$ cat src/hdl/lv_consts.svh
// lv core constants
// widths and counts shared by the low-voltage control core

`ifndef LV_CONSTS_SVH
`define LV_CONSTS_SVH

// ==================================================
// host register bus
// ==================================================
`define LV_REG_AW 3          // register address bits
`define LV_REG_DW 16         // register data bits

`define LV_EFUSE_WORDS 4     // trim words held in efuse
`define LV_ERR_NUM 12        // raw error inputs

`endif
$ cat src/hdl/lv_reg_pkg.sv
// lv host register map
// register addresses and control register bit positions

`include "lv_consts.svh"

package lv_reg_pkg;

	typedef enum logic [`LV_REG_AW-1:0] {
		CTRL   = 3'd0,
		STATUS = 3'd1,
		ERR    = 3'd2,
		TRIM0  = 3'd4,    // trim block is aligned on 4
		TRIM1  = 3'd5,
		TRIM2  = 3'd6,
		TRIM3  = 3'd7
	} lv_reg_addr_e;

	// CTRL bit positions
	localparam int NORMAL_EN = 0;
	localparam int CFG_EN    = 1;
	localparam int BIST_EN   = 2;
	localparam int SFT_RST   = 3;

endpackage

$ cat src/hdl/lv_fsm_pkg.sv
// lv control FSM types
// operating state encoding, raw error indices and fault classes

`include "lv_consts.svh"

package lv_fsm_pkg;

	typedef enum logic [3:0] {
		POWER_DOWN   = 4'd0,
		WAIT         = 4'd1,
		TEST         = 4'd2,
		NORMAL       = 4'd3,
		FAILSAFE     = 4'd4,
		OW_COMM_ERR  = 4'd5,
		OW_WDG_FAULT = 4'd6,
		FAULT        = 4'd7,
		CFG          = 4'd8,
		RST          = 4'd9,
		BIST         = 4'd10
	} lv_state_e;

	// positions in the raw error vector
	typedef enum logic [$clog2(`LV_ERR_NUM)-1:0] {
		OW_COM, OW_WDG, SPI, CRC_WDG, PWM_DT, PWM_MM,
		LV_UV, LV_OV, HV_UV, HV_OV, HV_OT, HV_SHORT    // hv_short = oc | desat | scp
	} lv_err_bit_e;

	typedef enum logic [1:0] {
		CLS_FAULT, CLS_OW_WDG, CLS_OW_COMM, CLS_FSAFE
	} lv_fault_cls_e;

endpackage

$ cat src/hdl/lv_core.sv
// lv control core
// efuse loader, fault monitor, control FSM and host registers

`include "lv_consts.svh"

module lv_core import lv_fsm_pkg::*; (
	input  logic                                i_clk,
	input  logic                                i_rst_n,
	input  logic                                i_power_on,
	input  logic                                i_test_mode,
	input  logic [`LV_ERR_NUM-1:0]             i_err_raw,
	input  logic                                i_reg_valid,
	output logic                                o_reg_ready,
	input  logic                                i_reg_write,
	input  logic [`LV_REG_AW-1:0]              i_reg_addr,
	input  logic [`LV_REG_DW-1:0]              i_reg_wdata,
	output logic                                o_reg_rvalid,
	output logic [`LV_REG_DW-1:0]              o_reg_rdata,
	output logic                                o_efuse_valid,
	output logic [$clog2(`LV_EFUSE_WORDS)-1:0] o_efuse_addr,
	input  logic                                i_efuse_ready,
	input  logic [`LV_REG_DW-1:0]              i_efuse_rdata,
	output logic                                o_pwm_ctrl,
	output logic                                o_crc_wdg_ctrl,
	output logic                                o_ow_wdg_ctrl,
	output logic                                o_spi_ctrl,
	output logic                                o_bist_ctrl,
	output logic                                o_cfg_ctrl,
	output logic                                o_ow_comm_ctrl,
	output logic                                o_fsafe_ctrl,
	output logic                                o_int_n
);

	logic                                load_start;
	logic                                trim_loaded;
	logic                                busy;
	logic                                trim_we;
	logic [$clog2(`LV_EFUSE_WORDS)-1:0] trim_idx;
	logic [`LV_REG_DW-1:0]              trim_data;
	logic                                normal_en;
	logic                                cfg_en;
	logic                                bist_en;
	logic                                sft_rst;
	logic                                err_clr_we;
	logic [`LV_ERR_NUM-1:0]             err_clr_mask;
	logic [`LV_ERR_NUM-1:0]             err_sticky;
	logic                                cls_fault;
	logic                                cls_ow_wdg;
	logic                                cls_ow_comm;
	logic                                cls_fsafe;
	lv_state_e                           state;

	lv_efuse_loader efuse_i (
		.i_clk(i_clk), .i_rst_n(i_rst_n), .i_load_start(load_start),
		.o_efuse_valid(o_efuse_valid), .o_efuse_addr(o_efuse_addr),
		.i_efuse_ready(i_efuse_ready), .i_efuse_rdata(i_efuse_rdata),
		.o_trim_we(trim_we), .o_trim_idx(trim_idx), .o_trim_data(trim_data),
		.o_busy(busy), .o_trim_loaded(trim_loaded)
	);

	lv_fault_mon fault_i (
		.i_clk(i_clk), .i_rst_n(i_rst_n), .i_err_raw(i_err_raw),
		.i_crc_wdg_ctrl(o_crc_wdg_ctrl), .i_ow_wdg_ctrl(o_ow_wdg_ctrl),
		.i_err_clr_we(err_clr_we), .i_err_clr_mask(err_clr_mask),
		.o_err_sticky(err_sticky), .o_cls_fault(cls_fault), .o_cls_ow_wdg(cls_ow_wdg),
		.o_cls_ow_comm(cls_ow_comm), .o_cls_fsafe(cls_fsafe)
	);

	lv_ctrl_fsm fsm_i (
		.i_clk(i_clk), .i_rst_n(i_rst_n), .i_power_on(i_power_on),
		.i_test_mode(i_test_mode), .i_trim_loaded(trim_loaded),
		.i_normal_en(normal_en), .i_cfg_en(cfg_en), .i_bist_en(bist_en),
		.i_sft_rst(sft_rst), .i_cls_fault(cls_fault), .i_cls_ow_wdg(cls_ow_wdg),
		.i_cls_ow_comm(cls_ow_comm), .i_cls_fsafe(cls_fsafe),
		.o_state(state), .o_load_start(load_start),
		.o_pwm_ctrl(o_pwm_ctrl), .o_crc_wdg_ctrl(o_crc_wdg_ctrl),
		.o_ow_wdg_ctrl(o_ow_wdg_ctrl), .o_spi_ctrl(o_spi_ctrl),
		.o_bist_ctrl(o_bist_ctrl), .o_cfg_ctrl(o_cfg_ctrl),
		.o_ow_comm_ctrl(o_ow_comm_ctrl), .o_fsafe_ctrl(o_fsafe_ctrl), .o_int_n(o_int_n)
	);

	lv_reg_if reg_i (
		.i_clk(i_clk), .i_rst_n(i_rst_n), .i_reg_valid(i_reg_valid),
		.o_reg_ready(o_reg_ready), .i_reg_write(i_reg_write), .i_reg_addr(i_reg_addr),
		.i_reg_wdata(i_reg_wdata), .o_reg_rvalid(o_reg_rvalid), .o_reg_rdata(o_reg_rdata),
		.i_busy(busy), .i_trim_we(trim_we), .i_trim_idx(trim_idx), .i_trim_data(trim_data),
		.i_state(state), .i_cfg_ctrl(o_cfg_ctrl), .i_err_sticky(err_sticky),
		.o_normal_en(normal_en), .o_cfg_en(cfg_en), .o_bist_en(bist_en),
		.o_sft_rst(sft_rst), .o_err_clr_we(err_clr_we), .o_err_clr_mask(err_clr_mask)
	);

endmodule

$ cat src/hdl/lv_reg_if.sv
// lv host register block
// CTRL, STATUS, ERR and trim registers behind a valid/ready bus

`include "lv_consts.svh"

module lv_reg_if import lv_fsm_pkg::*, lv_reg_pkg::*; (
	input  logic                                i_clk,
	input  logic                                i_rst_n,
	input  logic                                i_reg_valid,
	output logic                                o_reg_ready,
	input  logic                                i_reg_write,
	input  logic [`LV_REG_AW-1:0]              i_reg_addr,
	input  logic [`LV_REG_DW-1:0]              i_reg_wdata,
	output logic                                o_reg_rvalid,
	output logic [`LV_REG_DW-1:0]              o_reg_rdata,
	input  logic                                i_busy,
	input  logic                                i_trim_we,
	input  logic [$clog2(`LV_EFUSE_WORDS)-1:0] i_trim_idx,
	input  logic [`LV_REG_DW-1:0]              i_trim_data,
	input  lv_state_e                           i_state,
	input  logic                                i_cfg_ctrl,
	input  logic [`LV_ERR_NUM-1:0]             i_err_sticky,
	output logic                                o_normal_en,
	output logic                                o_cfg_en,
	output logic                                o_bist_en,
	output logic                                o_sft_rst,
	output logic                                o_err_clr_we,
	output logic [`LV_ERR_NUM-1:0]             o_err_clr_mask
);

	localparam int DW = `LV_REG_DW;
	localparam int IW = $clog2(`LV_EFUSE_WORDS);

	logic          xfer;
	logic          wr;
	logic          rd;
	logic          wr_trim;
	lv_reg_addr_e  addr;
	logic [2:0]    ctrl_q;               // bist, cfg, normal
	logic          sft_rst_q;
	logic [DW-1:0] trim_q [`LV_EFUSE_WORDS];
	logic [DW-1:0] rd_word;

	assign o_reg_ready = ~i_busy;    // held off during the efuse load
	assign xfer        = i_reg_valid & o_reg_ready;
	assign wr          = xfer & i_reg_write;
	assign rd          = xfer & ~i_reg_write;
	assign addr        = lv_reg_addr_e'(i_reg_addr);
	assign wr_trim     = wr & i_reg_addr[`LV_REG_AW-1] & i_cfg_ctrl;    // trim only in cfg

	// ==================================================
	// CTRL
	// ==================================================
	always_ff @(posedge i_clk or negedge i_rst_n) begin
		if (!i_rst_n) begin
			ctrl_q    <= '0;
			sft_rst_q <= 1'b0;
		end else begin
			sft_rst_q <= 1'b0;
			if (wr && addr == CTRL) begin
				sft_rst_q <= i_reg_wdata[SFT_RST];
				if (i_reg_wdata[SFT_RST])
					ctrl_q <= '0;    // soft reset wipes the mode bits
				else
					ctrl_q <= {i_reg_wdata[BIST_EN], i_reg_wdata[CFG_EN], i_reg_wdata[NORMAL_EN]};
			end
		end
	end

	assign o_normal_en = ctrl_q[0];
	assign o_cfg_en    = ctrl_q[1];
	assign o_bist_en   = ctrl_q[2];
	assign o_sft_rst   = sft_rst_q;

	// w1c strobe goes straight to the fault monitor
	assign o_err_clr_we   = wr && (addr == ERR);
	assign o_err_clr_mask = i_reg_wdata[`LV_ERR_NUM-1:0];

	// loader has priority over the host
	always_ff @(posedge i_clk) begin
		if (i_trim_we)
			trim_q[i_trim_idx] <= i_trim_data;
		else if (wr_trim)
			trim_q[i_reg_addr[IW-1:0]] <= i_reg_wdata;
	end

	// ==================================================
	// read path
	// ==================================================
	always_comb begin
		rd_word = '0;
		case (addr)
			CTRL:                      rd_word = DW'(ctrl_q);
			STATUS:                    rd_word = DW'(i_state);
			ERR:                       rd_word = DW'(i_err_sticky);
			TRIM0, TRIM1, TRIM2, TRIM3: rd_word = trim_q[i_reg_addr[IW-1:0]];
			default:                   rd_word = '0;    // hole at 3
		endcase
	end

	always_ff @(posedge i_clk or negedge i_rst_n) begin
		if (!i_rst_n)
			o_reg_rvalid <= 1'b0;
		else
			o_reg_rvalid <= rd;
	end

	always_ff @(posedge i_clk) begin
		if (rd)
			o_reg_rdata <= rd_word;
	end

endmodule

$ cat src/hdl/lv_ctrl_fsm.sv
// lv control FSM
// picks the operating mode from power, fault classes and host
// commands, and drives the registered block enables

module lv_ctrl_fsm import lv_fsm_pkg::*; (
	input  logic      i_clk,
	input  logic      i_rst_n,
	input  logic      i_power_on,
	input  logic      i_test_mode,
	input  logic      i_trim_loaded,
	input  logic      i_normal_en,
	input  logic      i_cfg_en,
	input  logic      i_bist_en,
	input  logic      i_sft_rst,
	input  logic      i_cls_fault,
	input  logic      i_cls_ow_wdg,
	input  logic      i_cls_ow_comm,
	input  logic      i_cls_fsafe,
	output lv_state_e o_state,
	output logic      o_load_start,
	output logic      o_pwm_ctrl,
	output logic      o_crc_wdg_ctrl,
	output logic      o_ow_wdg_ctrl,
	output logic      o_spi_ctrl,
	output logic      o_bist_ctrl,
	output logic      o_cfg_ctrl,
	output logic      o_ow_comm_ctrl,
	output logic      o_fsafe_ctrl,
	output logic      o_int_n
);

	lv_state_e cur_st;
	lv_state_e nxt_st;
	logic      load_go;
	logic      st_err;
	logic      st_ow_on;

	always_ff @(posedge i_clk or negedge i_rst_n) begin
		if (!i_rst_n)
			cur_st <= POWER_DOWN;
		else
			cur_st <= nxt_st;
	end

	// ==================================================
	// next state
	// ==================================================
	always_comb begin
		nxt_st = cur_st;
		if (!i_power_on)
			nxt_st = POWER_DOWN;
		else if (cur_st == POWER_DOWN)
			nxt_st = WAIT;
		else if (i_cls_fault)    // classes beat host commands
			nxt_st = FAULT;
		else if (i_cls_ow_wdg)
			nxt_st = OW_WDG_FAULT;
		else if (i_cls_ow_comm)
			nxt_st = OW_COMM_ERR;
		else if (i_cls_fsafe)
			nxt_st = FAILSAFE;
		else begin
			case (cur_st)
				WAIT: begin
					if (i_trim_loaded) begin    // no mode before trim is in
						if (i_test_mode)
							nxt_st = TEST;
						else if (i_cfg_en)
							nxt_st = CFG;
						else if (i_normal_en)
							nxt_st = NORMAL;
					end
				end
				NORMAL: begin
					if (i_sft_rst)
						nxt_st = RST;
					else if (i_cfg_en)
						nxt_st = CFG;
					else if (i_bist_en)
						nxt_st = BIST;
				end
				TEST: nxt_st = i_test_mode ? TEST : WAIT;
				CFG:  nxt_st = i_cfg_en ? CFG : WAIT;
				BIST: nxt_st = i_bist_en ? BIST : WAIT;
				// rst and cleared error states
				RST, FAILSAFE, OW_COMM_ERR, OW_WDG_FAULT, FAULT: nxt_st = WAIT;
				default: nxt_st = cur_st;
			endcase
		end
	end

	// first wait cycle after power-up kicks the efuse load
	assign load_go = (cur_st == POWER_DOWN) && (nxt_st == WAIT);

	assign st_err   = cur_st inside {FAILSAFE, OW_COMM_ERR, OW_WDG_FAULT, FAULT};
	assign st_ow_on = cur_st inside {WAIT, TEST, NORMAL, CFG, BIST};

	// ==================================================
	// registered outputs
	// ==================================================
	always_ff @(posedge i_clk or negedge i_rst_n) begin
		if (!i_rst_n) begin
			o_load_start   <= 1'b0;
			o_pwm_ctrl     <= 1'b0;
			o_crc_wdg_ctrl <= 1'b0;
			o_ow_wdg_ctrl  <= 1'b0;
			o_spi_ctrl     <= 1'b0;
			o_bist_ctrl    <= 1'b0;
			o_cfg_ctrl     <= 1'b0;
			o_ow_comm_ctrl <= 1'b0;
			o_fsafe_ctrl   <= 1'b0;
			o_int_n        <= 1'b1;
		end else begin
			o_load_start   <= load_go;
			o_pwm_ctrl     <= (cur_st == NORMAL);
			o_crc_wdg_ctrl <= (cur_st == NORMAL);
			o_ow_wdg_ctrl  <= (cur_st == NORMAL);
			o_spi_ctrl     <= (cur_st != POWER_DOWN);    // host link up once powered
			o_bist_ctrl    <= (cur_st == BIST);
			o_cfg_ctrl     <= (cur_st == CFG);
			o_ow_comm_ctrl <= st_ow_on;
			o_fsafe_ctrl   <= st_err;
			o_int_n        <= ~st_err;    // active low
		end
	end

	assign o_state = cur_st;

endmodule

$ cat src/hdl/lv_fault_mon.sv
// lv fault monitor
// latches raw lv/hv error reports into sticky flags and sorts
// them into the four fault classes seen by the control FSM

`include "lv_consts.svh"

module lv_fault_mon import lv_fsm_pkg::*; (
	input  logic                   i_clk,
	input  logic                   i_rst_n,
	input  logic [`LV_ERR_NUM-1:0] i_err_raw,
	input  logic                   i_crc_wdg_ctrl,
	input  logic                   i_ow_wdg_ctrl,
	input  logic                   i_err_clr_we,
	input  logic [`LV_ERR_NUM-1:0] i_err_clr_mask,
	output logic [`LV_ERR_NUM-1:0] o_err_sticky,
	output logic                   o_cls_fault,
	output logic                   o_cls_ow_wdg,
	output logic                   o_cls_ow_comm,
	output logic                   o_cls_fsafe
);

	logic [`LV_ERR_NUM-1:0] en_mask;
	logic [`LV_ERR_NUM-1:0] err_act;
	logic [`LV_ERR_NUM-1:0] clr;
	logic [`LV_ERR_NUM-1:0] sticky_q;
	logic [3:0]             cls;

	// watchdogs only count while their block is enabled
	always_comb begin
		en_mask          = '1;
		en_mask[CRC_WDG] = i_crc_wdg_ctrl;
		en_mask[OW_WDG]  = i_ow_wdg_ctrl;
	end

	assign err_act = i_err_raw & en_mask;
	assign clr     = i_err_clr_we ? i_err_clr_mask : '0;

	// a live error wins over the clear
	always_ff @(posedge i_clk or negedge i_rst_n) begin
		if (!i_rst_n)
			sticky_q <= '0;
		else
			sticky_q <= (sticky_q & ~clr) | err_act;
	end

	// ==================================================
	// fault classes
	// ==================================================
	always_comb begin
		cls              = '0;
		cls[CLS_FAULT]   = sticky_q[HV_UV] | sticky_q[HV_OV] |
		                   sticky_q[HV_OT] | sticky_q[HV_SHORT];
		cls[CLS_OW_WDG]  = sticky_q[OW_WDG];
		cls[CLS_OW_COMM] = sticky_q[OW_COM];
		cls[CLS_FSAFE]   = sticky_q[SPI] | sticky_q[CRC_WDG] |
		                   sticky_q[PWM_DT] | sticky_q[PWM_MM] |
		                   sticky_q[LV_UV] | sticky_q[LV_OV];    // lv side and bus errors
	end

	assign o_err_sticky  = sticky_q;
	assign o_cls_fault   = cls[CLS_FAULT];
	assign o_cls_ow_wdg  = cls[CLS_OW_WDG];
	assign o_cls_ow_comm = cls[CLS_OW_COMM];
	assign o_cls_fsafe   = cls[CLS_FSAFE];

endmodule

$ cat src/hdl/lv_efuse_loader.sv
// lv efuse loader
// walks the efuse macro once per load request and forwards each
// accepted word as a trim register write

`include "lv_consts.svh"

module lv_efuse_loader (
	input  logic                                i_clk,
	input  logic                                i_rst_n,
	input  logic                                i_load_start,
	output logic                                o_efuse_valid,
	output logic [$clog2(`LV_EFUSE_WORDS)-1:0] o_efuse_addr,
	input  logic                                i_efuse_ready,
	input  logic [`LV_REG_DW-1:0]              i_efuse_rdata,
	output logic                                o_trim_we,
	output logic [$clog2(`LV_EFUSE_WORDS)-1:0] o_trim_idx,
	output logic [`LV_REG_DW-1:0]              o_trim_data,
	output logic                                o_busy,
	output logic                                o_trim_loaded
);

	localparam int IW = $clog2(`LV_EFUSE_WORDS);

	logic          busy_q;
	logic          loaded_q;
	logic [IW-1:0] cnt_q;    // current efuse word
	logic          xfer;
	logic          last;

	assign xfer = busy_q & i_efuse_ready;
	assign last = (cnt_q == IW'(`LV_EFUSE_WORDS - 1));

	always_ff @(posedge i_clk or negedge i_rst_n) begin
		if (!i_rst_n) begin
			busy_q   <= 1'b0;
			loaded_q <= 1'b0;
			cnt_q    <= '0;
		end else if (i_load_start) begin    // restart from word 0
			busy_q   <= 1'b1;
			loaded_q <= 1'b0;
			cnt_q    <= '0;
		end else if (xfer) begin
			cnt_q <= last ? '0 : cnt_q + 1'b1;
			if (last) begin
				busy_q   <= 1'b0;
				loaded_q <= 1'b1;
			end
		end
	end

	assign o_efuse_valid = busy_q;
	assign o_efuse_addr  = cnt_q;
	assign o_trim_we     = xfer;            // same edge as the efuse transfer
	assign o_trim_idx    = cnt_q;
	assign o_trim_data   = i_efuse_rdata;
	assign o_busy        = busy_q;
	assign o_trim_loaded = loaded_q;

endmodule

$ cat config.mk
export PLATFORM = sky130hd
export DESIGN_NAME = lv_core
export DESIGN_NICKNAME = d
export VERILOG_FILES = /design/src/hdl/lv_reg_pkg.sv /design/src/hdl/lv_fsm_pkg.sv /design/src/hdl/lv_core.sv /design/src/hdl/lv_reg_if.sv /design/src/hdl/lv_ctrl_fsm.sv /design/src/hdl/lv_fault_mon.sv /design/src/hdl/lv_efuse_loader.sv
export VERILOG_INCLUDE_DIRS = /design/src /design/src/hdl
export SDC_FILE = /design/constraint.sdc
export NUM_CORES = 1
export LEC_CHECK = 0
export ABC_CLOCK_PERIOD_IN_PS = 2900
export BUFFER_PORTS_ARGS = -buffer_cell sky130_fd_sc_hd__buf_4
export CAP_MARGIN = 20
export CELL_PAD_IN_SITES_DETAIL_PLACEMENT = 0
export CELL_PAD_IN_SITES_GLOBAL_PLACEMENT = 1
export CORE_UTILIZATION = 46
export CTS_CLUSTER_DIAMETER = 30
export DETAILED_ROUTE_END_ITERATION = 7
export PLACE_DENSITY_LB_ADDON = 0.1
export SYNTH_ARGS = -nofsm -noshare
export SYNTH_HDL_FRONTEND = slang
export SYNTH_HIERARCHICAL = 1
export SYNTH_SLANG_ARGS = --single-unit
$ cat constraint.sdc
create_clock -name i_clk -period 2.9 [get_ports i_clk]
set_input_delay 0 -clock i_clk [delete_from_list [all_inputs] [get_ports i_clk]]
set_output_delay 0 -clock i_clk [all_outputs]
set_load 0.005 [all_outputs]
==> results of run 1 <==
[power groups by stage]
| stage | clock [W] | combinational [W] | sequential [W] |
|---|---|---|---|
| floorplan | 0 | 0.000406 | 0.00208 |
| global placement | 0 | 0.000594 | 0.00213 |
| global route | 0.00197 | 0.000729 | 0.00213 |
| finish | 0.00186 | 0.000668 | 0.00211 |
| detailed placement | 0 | 0.000595 | 0.00214 |
| CTS | 0.00190 | 0.000665 | 0.00211 |
[final timing paths]
kind | from | to | slack [ns] | cells past startpoint
setup / recovery | efuse_i/o_busy | reg_i/trim_q[1][11] | 0.18 | 5
hold / removal | i_reg_valid | reg_i/o_sft_rst | 0.04 | 4
setup reg to reg | efuse_i/o_busy | reg_i/trim_q[1][11] | 0.18 | 5
hold reg to reg | fsm_i/o_load_start | efuse_i/o_efuse_addr[1] | 0.49 | 1
max in group asynchronous | i_rst_n | fsm_i/o_int_n | 2.45 | 2
min in group asynchronous | i_rst_n | fsm_i/o_bist_ctrl | 0.09 | 2
[worst reg2reg max path: stages, from the launching register on]
cell and delay (ns):
sky130_fd_sc_hd__dfrtp_1 0.50, sky130_fd_sc_hd__and2_2 0.29, sky130_fd_sc_hd__and4bb_4 0.43, sky130_fd_sc_hd__buf_4 0.27, sky130_fd_sc_hd__mux2_2 0.37, sky130_fd_sc_hd__dlygate4sd3_1 0.61
[routing by layer]
metal | vias to the layer above | global-route usage (%) | wire length (um)
met5 | - | 0 | 0
met4 | 0 | 9.07 | 141
met3 | 11 | 5.73 | 545
met2 | 101 | 35.3 | 5850
met1 | 1723 | 28.1 | 5240
li1 | 1604 | - | -
[synth_stat cells, types with 2 or more instances]
cell / n / area, um^2
sky130_fd_sc_hd__a21o_1: 17 / 128
sky130_fd_sc_hd__buf_6: 4 / 45.0
sky130_fd_sc_hd__nor3b_1: 5 / 37.5
sky130_fd_sc_hd__and2_1: 5 / 31.3
sky130_fd_sc_hd__o2bb2ai_1: 2 / 17.5
sky130_fd_sc_hd__a21oi_1: 10 / 50.1
sky130_fd_sc_hd__a211oi_1: 3 / 22.5
sky130_fd_sc_hd__nand2_1: 22 / 82.6
sky130_fd_sc_hd__nand3_1: 2 / 10.0
sky130_fd_sc_hd__inv_1: 6 / 22.5
sky130_fd_sc_hd__o22ai_1: 13 / 81.3
sky130_fd_sc_hd__dfrtp_1: 32 / 801
sky130_fd_sc_hd__nor2_1: 15 / 56.3
sky130_fd_sc_hd__or2_2: 3 / 18.8
sky130_fd_sc_hd__and3_1: 2 / 12.5
sky130_fd_sc_hd__nand2b_1: 2 / 12.5
sky130_fd_sc_hd__o21ai_0: 5 / 25.0
sky130_fd_sc_hd__nor2b_1: 8 / 50.1
sky130_fd_sc_hd__a21bo_1: 2 / 20.0
sky130_fd_sc_hd__mux4_2: 4 / 90.1
sky130_fd_sc_hd__clkbuf_1: 5 / 18.8
sky130_fd_sc_hd__o21ai_1: 2 / 10.0
sky130_fd_sc_hd__nor3_1: 3 / 15.0
sky130_fd_sc_hd__mux2i_1: 19 / 190
sky130_fd_sc_hd__edfxtp_1: 80 / 2400
sky130_fd_sc_hd__a21o_2: 2 / 17.5
sky130_fd_sc_hd__mux2_2: 24 / 270
sky130_fd_sc_hd__nor4_1: 3 / 18.8
sky130_fd_sc_hd__buf_4: 37 / 278
sky130_fd_sc_hd__buf_2: 6 / 30.0
sky130_fd_sc_hd__a221oi_1: 2 / 17.5
sky130_fd_sc_hd__a22o_1: 2 / 17.5
sky130_fd_sc_hd__mux2_4: 3 / 45.0
[state kept, by name, summed over array words and instances (netlist names)]
signal,count
reg_i/trim_q,64
fsm_i/o_bist_ctrl,1
efuse_i/o_busy,1
reg_i/o_reg_rdata,16
fsm_i/o_state,4
fsm_i/o_fsafe_ctrl,1
efuse_i/o_efuse_addr,2
fsm_i/o_load_start,1
reg_i/o_sft_rst,1
reg_i/o_reg_rvalid,1
fsm_i/o_ow_comm_ctrl,1
reg_i/ctrl_q,3
efuse_i/o_trim_loaded,1
fsm_i/o_spi_ctrl,1
fsm_i/o_ow_wdg_ctrl,1
fault_i/o_err_sticky,12
fsm_i/o_int_n,1
fsm_i/o_cfg_ctrl,1
[cells by family after synthesis]
group           count (synthesis)  share of synthesized area, %
fa+ha+maj                       1                         0.241
simple gates                   81                          8.88
mux                            51                          11.7
compound gates                 70                          9.53
flops                         113                          62.1
buf+inv                        58                          7.58
[stage by stage]
stage	total power [W]	utilization, %
after global routing	0.00483	62.7
final	0.00463	62.7
after global placement	0.00273	52.0
after CTS	0.00467	62.6
after detailed placement	0.00273	52.0
after floorplan	0.00249	-
[layout make-up]
| type | count | area share [%] |
|---|---|---|
| well taps | 140 | 2.55 |
| inverters | 6 | 0.328 |
| clock inverters | 12 | 1.40 |
| repair buffers | 152 | 19.0 |
| clock buffers | 20 | 6.37 |
| multi-input cells | 203 | 23.3 |
| flip-flops and latches | 113 | 47.1 |
[timing repair]
item | in CTS | in global routing
hold endpoints to repair | 122 | 0
hold buffers | 63 | 0
endpoints found under the setup margin | 0 | 4
gates resized for setup | 0 | 1
==> summary.txt, run 1 <==
====================================================================================
Syn avg cell area .....................................................    13.9 um^2
Total core area .......................................................  0.0109 mm^2
Number of ports placed on the die boundary ............................           84
Worst path arrival time ...............................................      2.86 ns
Die outline width .....................................................       108 um
Post-detailed-routing wire length .....................................     11800 um
Clock period minus worst slack ........................................      2.72 ns
EDFF count, synth .....................................................           80
Worst-case setup slack after placement ................................     0.686 ns
Slew of the pin with the lowest slew margin ...........................     0.970 ns
Combined area of the multi-input logic cells .......................... 0.00160 mm^2
Area overhead of the layout relative to synthesis .....................        31.9%
Largest net degree at the start of global routing .....................           34
Proportion of synthesized flip-flops having asynchronous set or reset .        29.2%
Post-layout instance area ............................................. 0.00686 mm^2
Die footprint .........................................................  0.0117 mm^2
Relative slew slack ...................................................        35.0%
Clock power frac ......................................................        40.1%
Crit path launch type .................................................         flop
Cell Pwr Density ......................................................  675 mW/mm^2
Initial Util ..........................................................        47.6%
Instance area at placement ............................................ 0.00568 mm^2
Most common cell after layout, fill and taps aside .................... sky130_fd_sc_hd__buf_4
Sequential cell area .................................................. 0.00323 mm^2
Number of synthesized register bits ...................................          113
Final instance count without filler cells .............................          646
Path type of the worst min-delay path .................................       in2reg
First-pass GRT wire length ............................................     18300 um
Cell Count Post-Placement .............................................          550
Internal cell power ...................................................    0.00350 W
Initial DRC count .....................................................          218
Crit path largest cell delay ..........................................      0.61 ns
Final count of pins violating max slew ................................            0
Number of standard cells after synthesis ..............................          374
Clock-pin slew on the worst setup and hold paths ......................      0.05 ns
Floorplan row count ...................................................           38
Placer congestion estimate ............................................        0.766
Number of routed nets with antenna violations .........................            0
DRC errors left .......................................................            0
Filler cell count .....................................................          895
Via count of the first global-routing pass ............................         3482
Clock skew ............................................................    0.0120 ns
Unrepaired setup endpoints after global routing .......................           no
Aggregate global routing overflow .....................................            0
Antenna violations before repair ......................................            0
Clk_lat worst skew ....................................................      0.41 ns
Worst hold margin .....................................................    0.0394 ns
Cell at the root of the clock tree .................................... sky130_fd_sc_hd__clkbuf_16
Final worst path period share .........................................        94.0%
Result of the run .....................................................    completed
Die Height ............................................................       108 um
Clock H-tree levels ...................................................            4
Worst setup slack after layout ........................................     0.175 ns
Clock tree from TritonCTS .............................................        built
Number of endpoints with negative hold slack in the final report ......            0
Part of the total power dissipated in sequential elements .............        45.5%
Commonest cells after routing, fill and taps aside .................... sky130_fd_sc_hd__buf_4 (88), sky130_fd_sc_hd__edfxtp_1 (80), sky130_fd_sc_hd__dlygate4sd3_1 (63)
Vias per std cell .....................................................         5.32
Max VDD drop ..........................................................   0.000450 V
Clock Tree Buf Depth ..................................................            2
Max-Cap Viols .........................................................            0
Half-perimeter wire length after detailed placement ...................      7270 um
Switching part of the total ...........................................        24.6%
Prevailing post-synth register cell ................................... sky130_fd_sc_hd__edfxtp_1
Critical path's top delay family ...................................... buffers and inverters
Switching Power .......................................................    0.00114 W
Clock buffers created by TritonCTS ....................................           17
Sequential-to-total area share from yosys stat ........................        62.1%
Leakage power summed over all cells ...................................      2.69 nW
Final setup violation count ...........................................            0
Synth warnings ........................................................            6
Count of input and output buffers .....................................           83
DR WL/cell ............................................................      18.2 um
Slowest CP cell ....................................................... sky130_fd_sc_hd__dlygate4sd3_1
Post-synth design cell area ........................................... 0.00520 mm^2
Number of buffer and inverter stages on the critical path .............            2
Detailed Routing Iterations Pass 1 ....................................            4
Startpoint-to-endpoint class of the critical path .....................      reg2reg
Critical path capture point type ......................................         flop
Layout net count ......................................................          548
Number of vias after detailed routing .................................         3439
Total negative slack ..................................................         0 ns
Library cells used by synthesis .......................................           57
Crit-path max FO ......................................................           11
# clock sinks .........................................................          113
Total global-route track usage ........................................        21.9%
Buffer count from post-CTS setup fixing ...............................            0
Proportion of power drawn by combinational gates ......................        14.4%
Number of antenna repair diodes .......................................            0
Fmax ..................................................................      367 MHz
Fraction of layout instances using a drive strength above 1 ...........        32.4%
Crit-path cells ....................................................... and2_2, and4bb_4, buf_4, mux2_2, dlygate4sd3_1
Worst EP required .....................................................      3.04 ns
Syn Nets ..............................................................          429
====================================================================================
(Power assumes the default switching activity.)
==> run 2, diff against run 1 <==
Settings changed: SETUP_SLACK_MARGIN set to 0.3.
==> summary.txt, run 2 (synthesis results as in run 1) <==
==================================================================================
Register with the highest flop count ................................ reg_i/trim_q   unchanged
Clock Tree Buf Depth ................................................            2   unchanged
Area overhead of the layout relative to synthesis ...................        31.4%   was 31.9%
Placer congestion estimate ..........................................        0.766   unchanged
Cell Pwr Density ....................................................  678 mW/mm^2   was 675 mW/mm^2
Die footprint .......................................................  0.0117 mm^2   unchanged
# clock sinks .......................................................          113   unchanged
Number of routed nets with antenna violations .......................            0   unchanged
DR WL/cell ..........................................................      18.3 um   was 18.2 um
Initial DRC count ...................................................          186   was 218
Final count of pins violating max slew ..............................            0   unchanged
Flip-flop count of the largest register, all copies and words added .           64   unchanged
Cell at the root of the clock tree .................................. sky130_fd_sc_hd__clkbuf_16   unchanged
Detailed Routing Iterations Pass 1 ..................................            4   unchanged
Startpoint-to-endpoint class of the critical path ...................      reg2reg   unchanged
Critical path capture point type ....................................         flop   unchanged
Clock buffers created by TritonCTS ..................................           17   unchanged
Clock H-tree levels .................................................            4   unchanged
Worst path arrival time .............................................      2.58 ns   was 2.86 ns
Fraction of layout instances using a drive strength above 1 .........        32.6%   was 32.4%
Most common cell after layout, fill and taps aside .................. sky130_fd_sc_hd__buf_4   unchanged
Half-perimeter wire length after detailed placement .................      7270 um   unchanged
Max-Cap Viols .......................................................            0   unchanged
Clock skew ..........................................................   0.00825 ns   was 0.0120 ns
Metal-1 WL ..........................................................      5200 um   was 5240 um
Unrepaired setup endpoints after global routing .....................           no   unchanged
Die outline width ...................................................       108 um   unchanged
Post-detailed-routing wire length ...................................     11800 um   about the same
Largest net degree at the start of global routing ...................           34   unchanged
Top routing layer used ..............................................         met4   unchanged
Number of endpoints with negative hold slack in the final report ....            0   unchanged
Via count of the first global-routing pass ..........................         3482   unchanged
Amount of wire on met3 after detailed routing .......................       557 um   was 545 um
Crit-path max FO ....................................................           11   unchanged
Die Height ..........................................................       108 um   unchanged
Number of ports placed on the die boundary ..........................           84   unchanged
Path type of the worst min-delay path ...............................       in2reg   unchanged
Clock-pin slew on the worst setup and hold paths ....................      0.05 ns   about the same
Number of vias after detailed routing ...............................         3389   was 3439
Aggregate global routing overflow ...................................            0   unchanged
First-pass GRT wire length ..........................................     18300 um   about the same
Count of input and output buffers ...................................           83   unchanged
Total negative slack ................................................         0 ns   unchanged
Clk_lat worst skew ..................................................      0.41 ns   about the same
Final setup violation count .........................................            0   unchanged
Vias per std cell ...................................................         5.27   was 5.32
Floorplan row count .................................................           38   unchanged
Buffer count from post-CTS setup fixing .............................            0   unchanged
Layout net count ....................................................          545   was 548
Worst EP required ...................................................      3.04 ns   about the same
Slew of the pin with the lowest slew margin .........................     0.986 ns   was 0.970 ns
Final core occ ......................................................        62.5%   was 62.7%
DRC errors left .....................................................            0   unchanged
Clock tree from TritonCTS ...........................................        built   unchanged
Leakage power summed over all cells .................................      2.67 nW   was 2.69 nW
Fmax ................................................................      409 MHz   was 367 MHz
Result of the run ...................................................    completed   unchanged
Number of antenna repair diodes .....................................            0   unchanged
Crit path launch type ...............................................         flop   unchanged
Commonest cells after routing, fill and taps aside .................. sky130_fd_sc_hd__buf_4 (88), sky130_fd_sc_hd__edfxtp_1 (80), sky130_fd_sc_hd__dlygate4sd3_1 (60)   was sky130_fd_sc_hd__buf_4 (88), sky130_fd_sc_hd__edfxtp_1 (80), sky130_fd_sc_hd__dlygate4sd3_1 (63)
Total core area .....................................................  0.0109 mm^2   unchanged
Metal2 WL ...........................................................      5840 um   was 5850 um
Max VDD drop ........................................................   0.000473 V   was 0.000450 V
Antenna violations before repair ....................................            0   unchanged
Final worst path period share .......................................        84.4%   was 94.0%
Initial Util ........................................................        47.6%   unchanged
Clock period minus worst slack ......................................      2.45 ns   was 2.72 ns
Total global-route track usage ......................................        21.9%   about the same
Relative slew slack .................................................        33.9%   was 35.0%
Worst hold margin ...................................................    0.0416 ns   was 0.0394 ns
==================================================================================
==> run 2: area by class of cell <==
class / instances / area [um^2]
Clock buffer: 20 / 437
Clock inverter: 12 / 96.3
Inverter: 6 / 22.5
Tap cell: 140 / 175
Fill cell: 890 / 4100
Multi-Input combinational cell: 203 / 1600
Sequential cell: 113 / 3230
Timing Repair Buffer: 149 / 1280
==> run 2: per-layer routing <==
layer  vias to the layer above  GRT usage [%]
li1                       1597              -
met1                      1690           28.2
met2                        92           35.7
met3                        10           5.55
met4                         0           8.69
met5                         -              0
==> run 2: stage by stage <==
stage	std cells	cell area (um^2)	setup slack [ns]	power, W
floorplan	374	5200	0.715	0.00249
global placement	550	5680	0.729	0.00273
detailed placement	550	5680	0.686	0.00273
CTS	642	6820	0.383	0.00466
global route	643	6830	0.368	0.00483
finish	643	6830	0.453	0.00463
==> run 2: path summary, 6_finish.rpt <==
kind                                     from                 endpoint  slack [ns]  cells past startpoint
hold / removal                    i_reg_valid          reg_i/o_sft_rst        0.04                      4
setup reg to reg               efuse_i/o_busy      reg_i/trim_q[1][13]        0.45                      4
setup / recovery               efuse_i/o_busy      reg_i/trim_q[1][13]        0.45                      4
min in group asynchronous             i_rst_n     fsm_i/o_ow_comm_ctrl        0.10                      2
max in group asynchronous             i_rst_n            fsm_i/o_int_n        2.44                      2
hold reg to reg            fsm_i/o_load_start  efuse_i/o_efuse_addr[1]        0.49                      1
==> run 2: timing repair <==
item,in CTS,in global routing
endpoints found under the hold margin,122,0
gates resized for setup,0,1
endpoints found under the setup margin,0,8
hold buffers,60,0
==> run 2: critical path: stages (launching register included) <==
cell and delay [ns]:
sky130_fd_sc_hd__dfrtp_1 0.50, sky130_fd_sc_hd__and2_2 0.29, sky130_fd_sc_hd__and4bb_4 0.43, sky130_fd_sc_hd__mux2_2 0.36, sky130_fd_sc_hd__dlygate4sd3_1 0.60
==> run 2: power breakdown <==
| part | switching (W) | internal (W) | leakage (nW) |
|---|---|---|---|
| sequential | 0.000137 | 0.00197 | 1.11 |
| combinational | 0.000306 | 0.000362 | 1.31 |
| clock | 0.000692 | 0.00116 | 0.261 |
==> run 3, diff against run 2 <==
Settings changed: ABC_AREA set to 1, ABC_CLOCK_PERIOD_IN_PS 2900 to 2300, CORE_UTILIZATION 46 to 43.
Clock period 2.9 ns to 2.3 ns, I/O delays scaled along.
==> summary.txt, run 3 <==
====================================================================================
Vias per std cell .....................................................         4.79   was 5.27
Fraction of layout instances using a drive strength above 1 ...........        22.1%   was 32.6%
Clock Tree Buf Depth ..................................................            2   unchanged
Dominant combinational cell family by area after synthesis ............ simple AND/OR/NAND/NOR gates   was multiplexers
Initial DRC count .....................................................          250   was 186
Count of input and output buffers .....................................           83   unchanged
Final setup violation count ...........................................            0   unchanged
Post-detailed-routing wire length .....................................     13000 um   was 11800 um
Clock period minus worst slack ........................................      1.90 ns   was 2.45 ns
List of most frequent post-synthesis cells ............................ sky130_fd_sc_hd__nand2_1 (184), sky130_fd_sc_hd__edfxtp_1 (80), sky130_fd_sc_hd__nand3_1 (48)   was sky130_fd_sc_hd__edfxtp_1 (80), sky130_fd_sc_hd__buf_4 (37), sky130_fd_sc_hd__dfrtp_1 (32)
# clock sinks .........................................................          113   unchanged
Syn Nets ..............................................................          615   was 429
Clock tree from TritonCTS .............................................        built   unchanged
Path type of the worst min-delay path .................................       in2reg   unchanged
Half-perimeter wire length after detailed placement ...................      9190 um   was 7270 um
Die outline width .....................................................       113 um   was 108 um
Dominant cell type by area after synthesis ............................ sky130_fd_sc_hd__edfxtp_1   unchanged
DRC errors left .......................................................            0   unchanged
Slew of the pin with the lowest slew margin ...........................     0.546 ns   was 0.986 ns
Aggregate global routing overflow .....................................            0   unchanged
Number of endpoints with negative hold slack in the final report ......            0   unchanged
Number of synthesized register bits ...................................          113   unchanged
Mux contribution to synthesized area ..................................           0%   was 11.7%
Biggest area contributors in the synthesized netlist .................. sky130_fd_sc_hd__edfxtp_1 (45%), sky130_fd_sc_hd__dfrtp_1 (15%), sky130_fd_sc_hd__nand2_1 (13%)   was sky130_fd_sc_hd__edfxtp_1 (46%), sky130_fd_sc_hd__dfrtp_1 (15%), sky130_fd_sc_hd__buf_4 (5.3%)
Crit path launch type .................................................         flop   unchanged
Clock-pin slew on the worst setup and hold paths ......................      0.05 ns   about the same
Post-synthesis compound-gate area fraction ............................        4.64%   was 9.53%
Startpoint-to-endpoint class of the critical path .....................      reg2reg   unchanged
Library cells used by synthesis .......................................           31   was 57
Flip-flop count of the largest register, all copies and words added ...           64   unchanged
Commonest cells after routing, fill and taps aside .................... sky130_fd_sc_hd__nand2_1 (184), sky130_fd_sc_hd__buf_4 (96), sky130_fd_sc_hd__edfxtp_1 (80)   was sky130_fd_sc_hd__buf_4 (88), sky130_fd_sc_hd__edfxtp_1 (80), sky130_fd_sc_hd__dlygate4sd3_1 (60)
Unrepaired setup endpoints after global routing .......................          yes   was no
Clk_lat worst skew ....................................................      0.40 ns   was 0.41 ns
Count of cells along the worst hold path ..............................            3   was 4
Fmax ..................................................................      527 MHz   was 409 MHz
Register with the highest flop count .................................. reg_i/trim_q   unchanged
Cell Pwr Density ......................................................  905 mW/mm^2   was 678 mW/mm^2
Prevailing post-synth register cell ................................... sky130_fd_sc_hd__edfxtp_1   unchanged
Cell at the root of the clock tree .................................... sky130_fd_sc_hd__clkbuf_16   unchanged
Post-synth design cell area ........................................... 0.00534 mm^2   was 0.00520 mm^2
Via count of the first global-routing pass ............................         4119   was 3482
Total global-route track usage ........................................        21.9%   about the same
Most instantiated library cell after synthesis ........................ sky130_fd_sc_hd__nand2_1   was sky130_fd_sc_hd__edfxtp_1
Floorplan row count ...................................................           40   was 38
Proportion of synthesized flip-flops having asynchronous set or reset .        29.2%   unchanged
Number of standard cells after synthesis ..............................          560   was 374
Clock buffers created by TritonCTS ....................................           17   unchanged
Synth Area in XOR/XNOR ................................................           0%   unchanged
Final worst path period share .........................................        82.4%   was 84.4%
Antenna violations before repair ......................................            0   unchanged
Sequential-to-total area share from yosys stat ........................        60.5%   was 62.1%
Number of routed nets with antenna violations .........................            0   unchanged
Number of ports placed on the die boundary ............................           84   unchanged
Die Height ............................................................       113 um   was 108 um
Initial Util ..........................................................        44.3%   was 47.6%
Result of the run .....................................................    completed   unchanged
Layout net count ......................................................          730   was 545
Largest net degree at the start of global routing .....................           34   unchanged
Synthesized-area fraction occupied by and/or/nand/nor cells ...........        23.9%   was 8.88%
Final count of pins violating max slew ................................            0   unchanged
Max VDD drop ..........................................................   0.000457 V   was 0.000473 V
Total negative slack ..................................................         0 ns   unchanged
DR WL/cell ............................................................      15.2 um   was 18.3 um
Total core area .......................................................  0.0121 mm^2   was 0.0109 mm^2
Adder-Cell Fraction of Synth Area .....................................       0.234%   was 0.241%
Detailed Routing Iterations Pass 1 ....................................            4   unchanged
Critical path capture point type ......................................         flop   unchanged
Placer congestion estimate ............................................        0.816   was 0.766
Number of antenna repair diodes .......................................            0   unchanged
Area overhead of the layout relative to synthesis .....................        32.1%   was 31.4%
Max-Cap Viols .........................................................            0   unchanged
Leakage power summed over all cells ...................................      3.04 nW   was 2.67 nW
Synth warnings ........................................................            6   unchanged
Worst path arrival time ...............................................      1.98 ns   was 2.58 ns
EDFF count, synth .....................................................           80   unchanged
Crit-path max FO ......................................................           16   was 11
Relative slew slack ...................................................        63.6%   was 33.9%
Worst EP required .....................................................      2.38 ns   was 3.04 ns
Most common cell after layout, fill and taps aside .................... sky130_fd_sc_hd__nand2_1   was sky130_fd_sc_hd__buf_4
Die footprint .........................................................  0.0129 mm^2   was 0.0117 mm^2
Clock H-tree levels ...................................................            4   unchanged
Number of vias after detailed routing .................................         4104   was 3389
Clock skew ............................................................   0.00765 ns   was 0.00825 ns
Total power consumption of the routed design ..........................    0.00638 W   was 0.00463 W
Syn avg cell area .....................................................    9.54 um^2   was 13.9 um^2
Reg2Reg Depth .........................................................            8   was 4
Area share of the leading cell type in the synthesized netlist ........        45.0%   was 46.2%
First-pass GRT wire length ............................................     20600 um   was 18300 um
====================================================================================
## run 3: cell count changes in the layout (fill, tap and decap cells not counted), moves of 19 or more
cell	previous run	this run
sky130_fd_sc_hd__nor2_1	15	44
sky130_fd_sc_hd__nand3_1	2	48
sky130_fd_sc_hd__mux2_2	24	0
sky130_fd_sc_hd__mux2i_1	19	0
sky130_fd_sc_hd__inv_1	6	40
sky130_fd_sc_hd__nand2_1	22	184
## run 3: final timing paths
kind / slack [ns] / endpoint / start
setup / recovery: 0.40 / reg_i/trim_q[2][12] / efuse_i/o_busy
hold / removal: 0.01 / reg_i/trim_q[1][12] / i_efuse_rdata[12]
setup reg to reg: 0.40 / reg_i/trim_q[2][12] / efuse_i/o_busy
hold reg to reg: 0.44 / efuse_i/o_trim_loaded / fsm_i/o_load_start
max in group asynchronous: 1.88 / fsm_i/o_int_n / i_rst_n
min in group asynchronous: 0.08 / fsm_i/o_state[3] / i_rst_n
## run 3: metrics by stage
step	setup slack, ns	instances	cell area (um^2)	hold slack [ns]	utilization (%)
after CTS	0.310	855	7030	0.00528	58.3
after global routing	0.283	856	7050	0.00678	58.5
after detailed placement	0.317	771	5890	-0.0204	48.8
after floorplan	0.143	560	5350	-0.296	-
final	0.404	856	7050	0.0110	58.5
after global placement	0.373	771	5890	-0.0230	48.8
## run 3: report_power, final
part / switching, W / total [W] / leakage (nW) / internal, W
registers: 0.000146 / 0.00265 / 1.10 / 0.00250
logic: 0.000557 / 0.000965 / 1.65 / 0.000408
clock network: 0.000858 / 0.00277 / 0.295 / 0.00191
## run 3: worst max-delay path: stages, from the launching register on
cell and delay, ns:
sky130_fd_sc_hd__dfrtp_1 0.43, sky130_fd_sc_hd__inv_2 0.09, sky130_fd_sc_hd__nand3_2 0.12, sky130_fd_sc_hd__nor2_2 0.13
sky130_fd_sc_hd__nand2_1 0.17, sky130_fd_sc_hd__nand2_1 0.10, sky130_fd_sc_hd__nand3_1 0.15, sky130_fd_sc_hd__nor2_2 0.12
sky130_fd_sc_hd__buf_4 0.27
## run 3: routing by layer
| metal | vias to the layer above | global-route usage [%] | routed length [um] |
|---|---|---|---|
| met4 | 0 | 9.47 | 290 |
| met3 | 16 | 4.68 | 571 |
| met5 | - | 0 | 0 |
| met1 | 1931 | 26.1 | 5540 |
| li1 | 2033 | - | - |
| met2 | 124 | 38.3 | 6630 |
## run 3: final cells by class
class | instances | area (um^2)
fill | 1043 | 5010
sequential | 113 | 3230
multi-input combinational | 346 | 1550
timing repair buffer | 149 | 1250
clock buffer | 21 | 440
tap | 168 | 210
clock inverter | 11 | 186
inverter | 48 | 186
## run 3: cells by family after synthesis
kind of cell,Yosys count
simple gates,301
buf+inv,101
compound gates,44
flops,113
fa+ha+maj,1
## run 3: timing repair
action                                  CTS  global route
hold buffers                             52             0
gates resized for setup                   0             3
endpoints found under the setup margin    0            24
setup buffers                             0             1
hold endpoints to repair                117             0
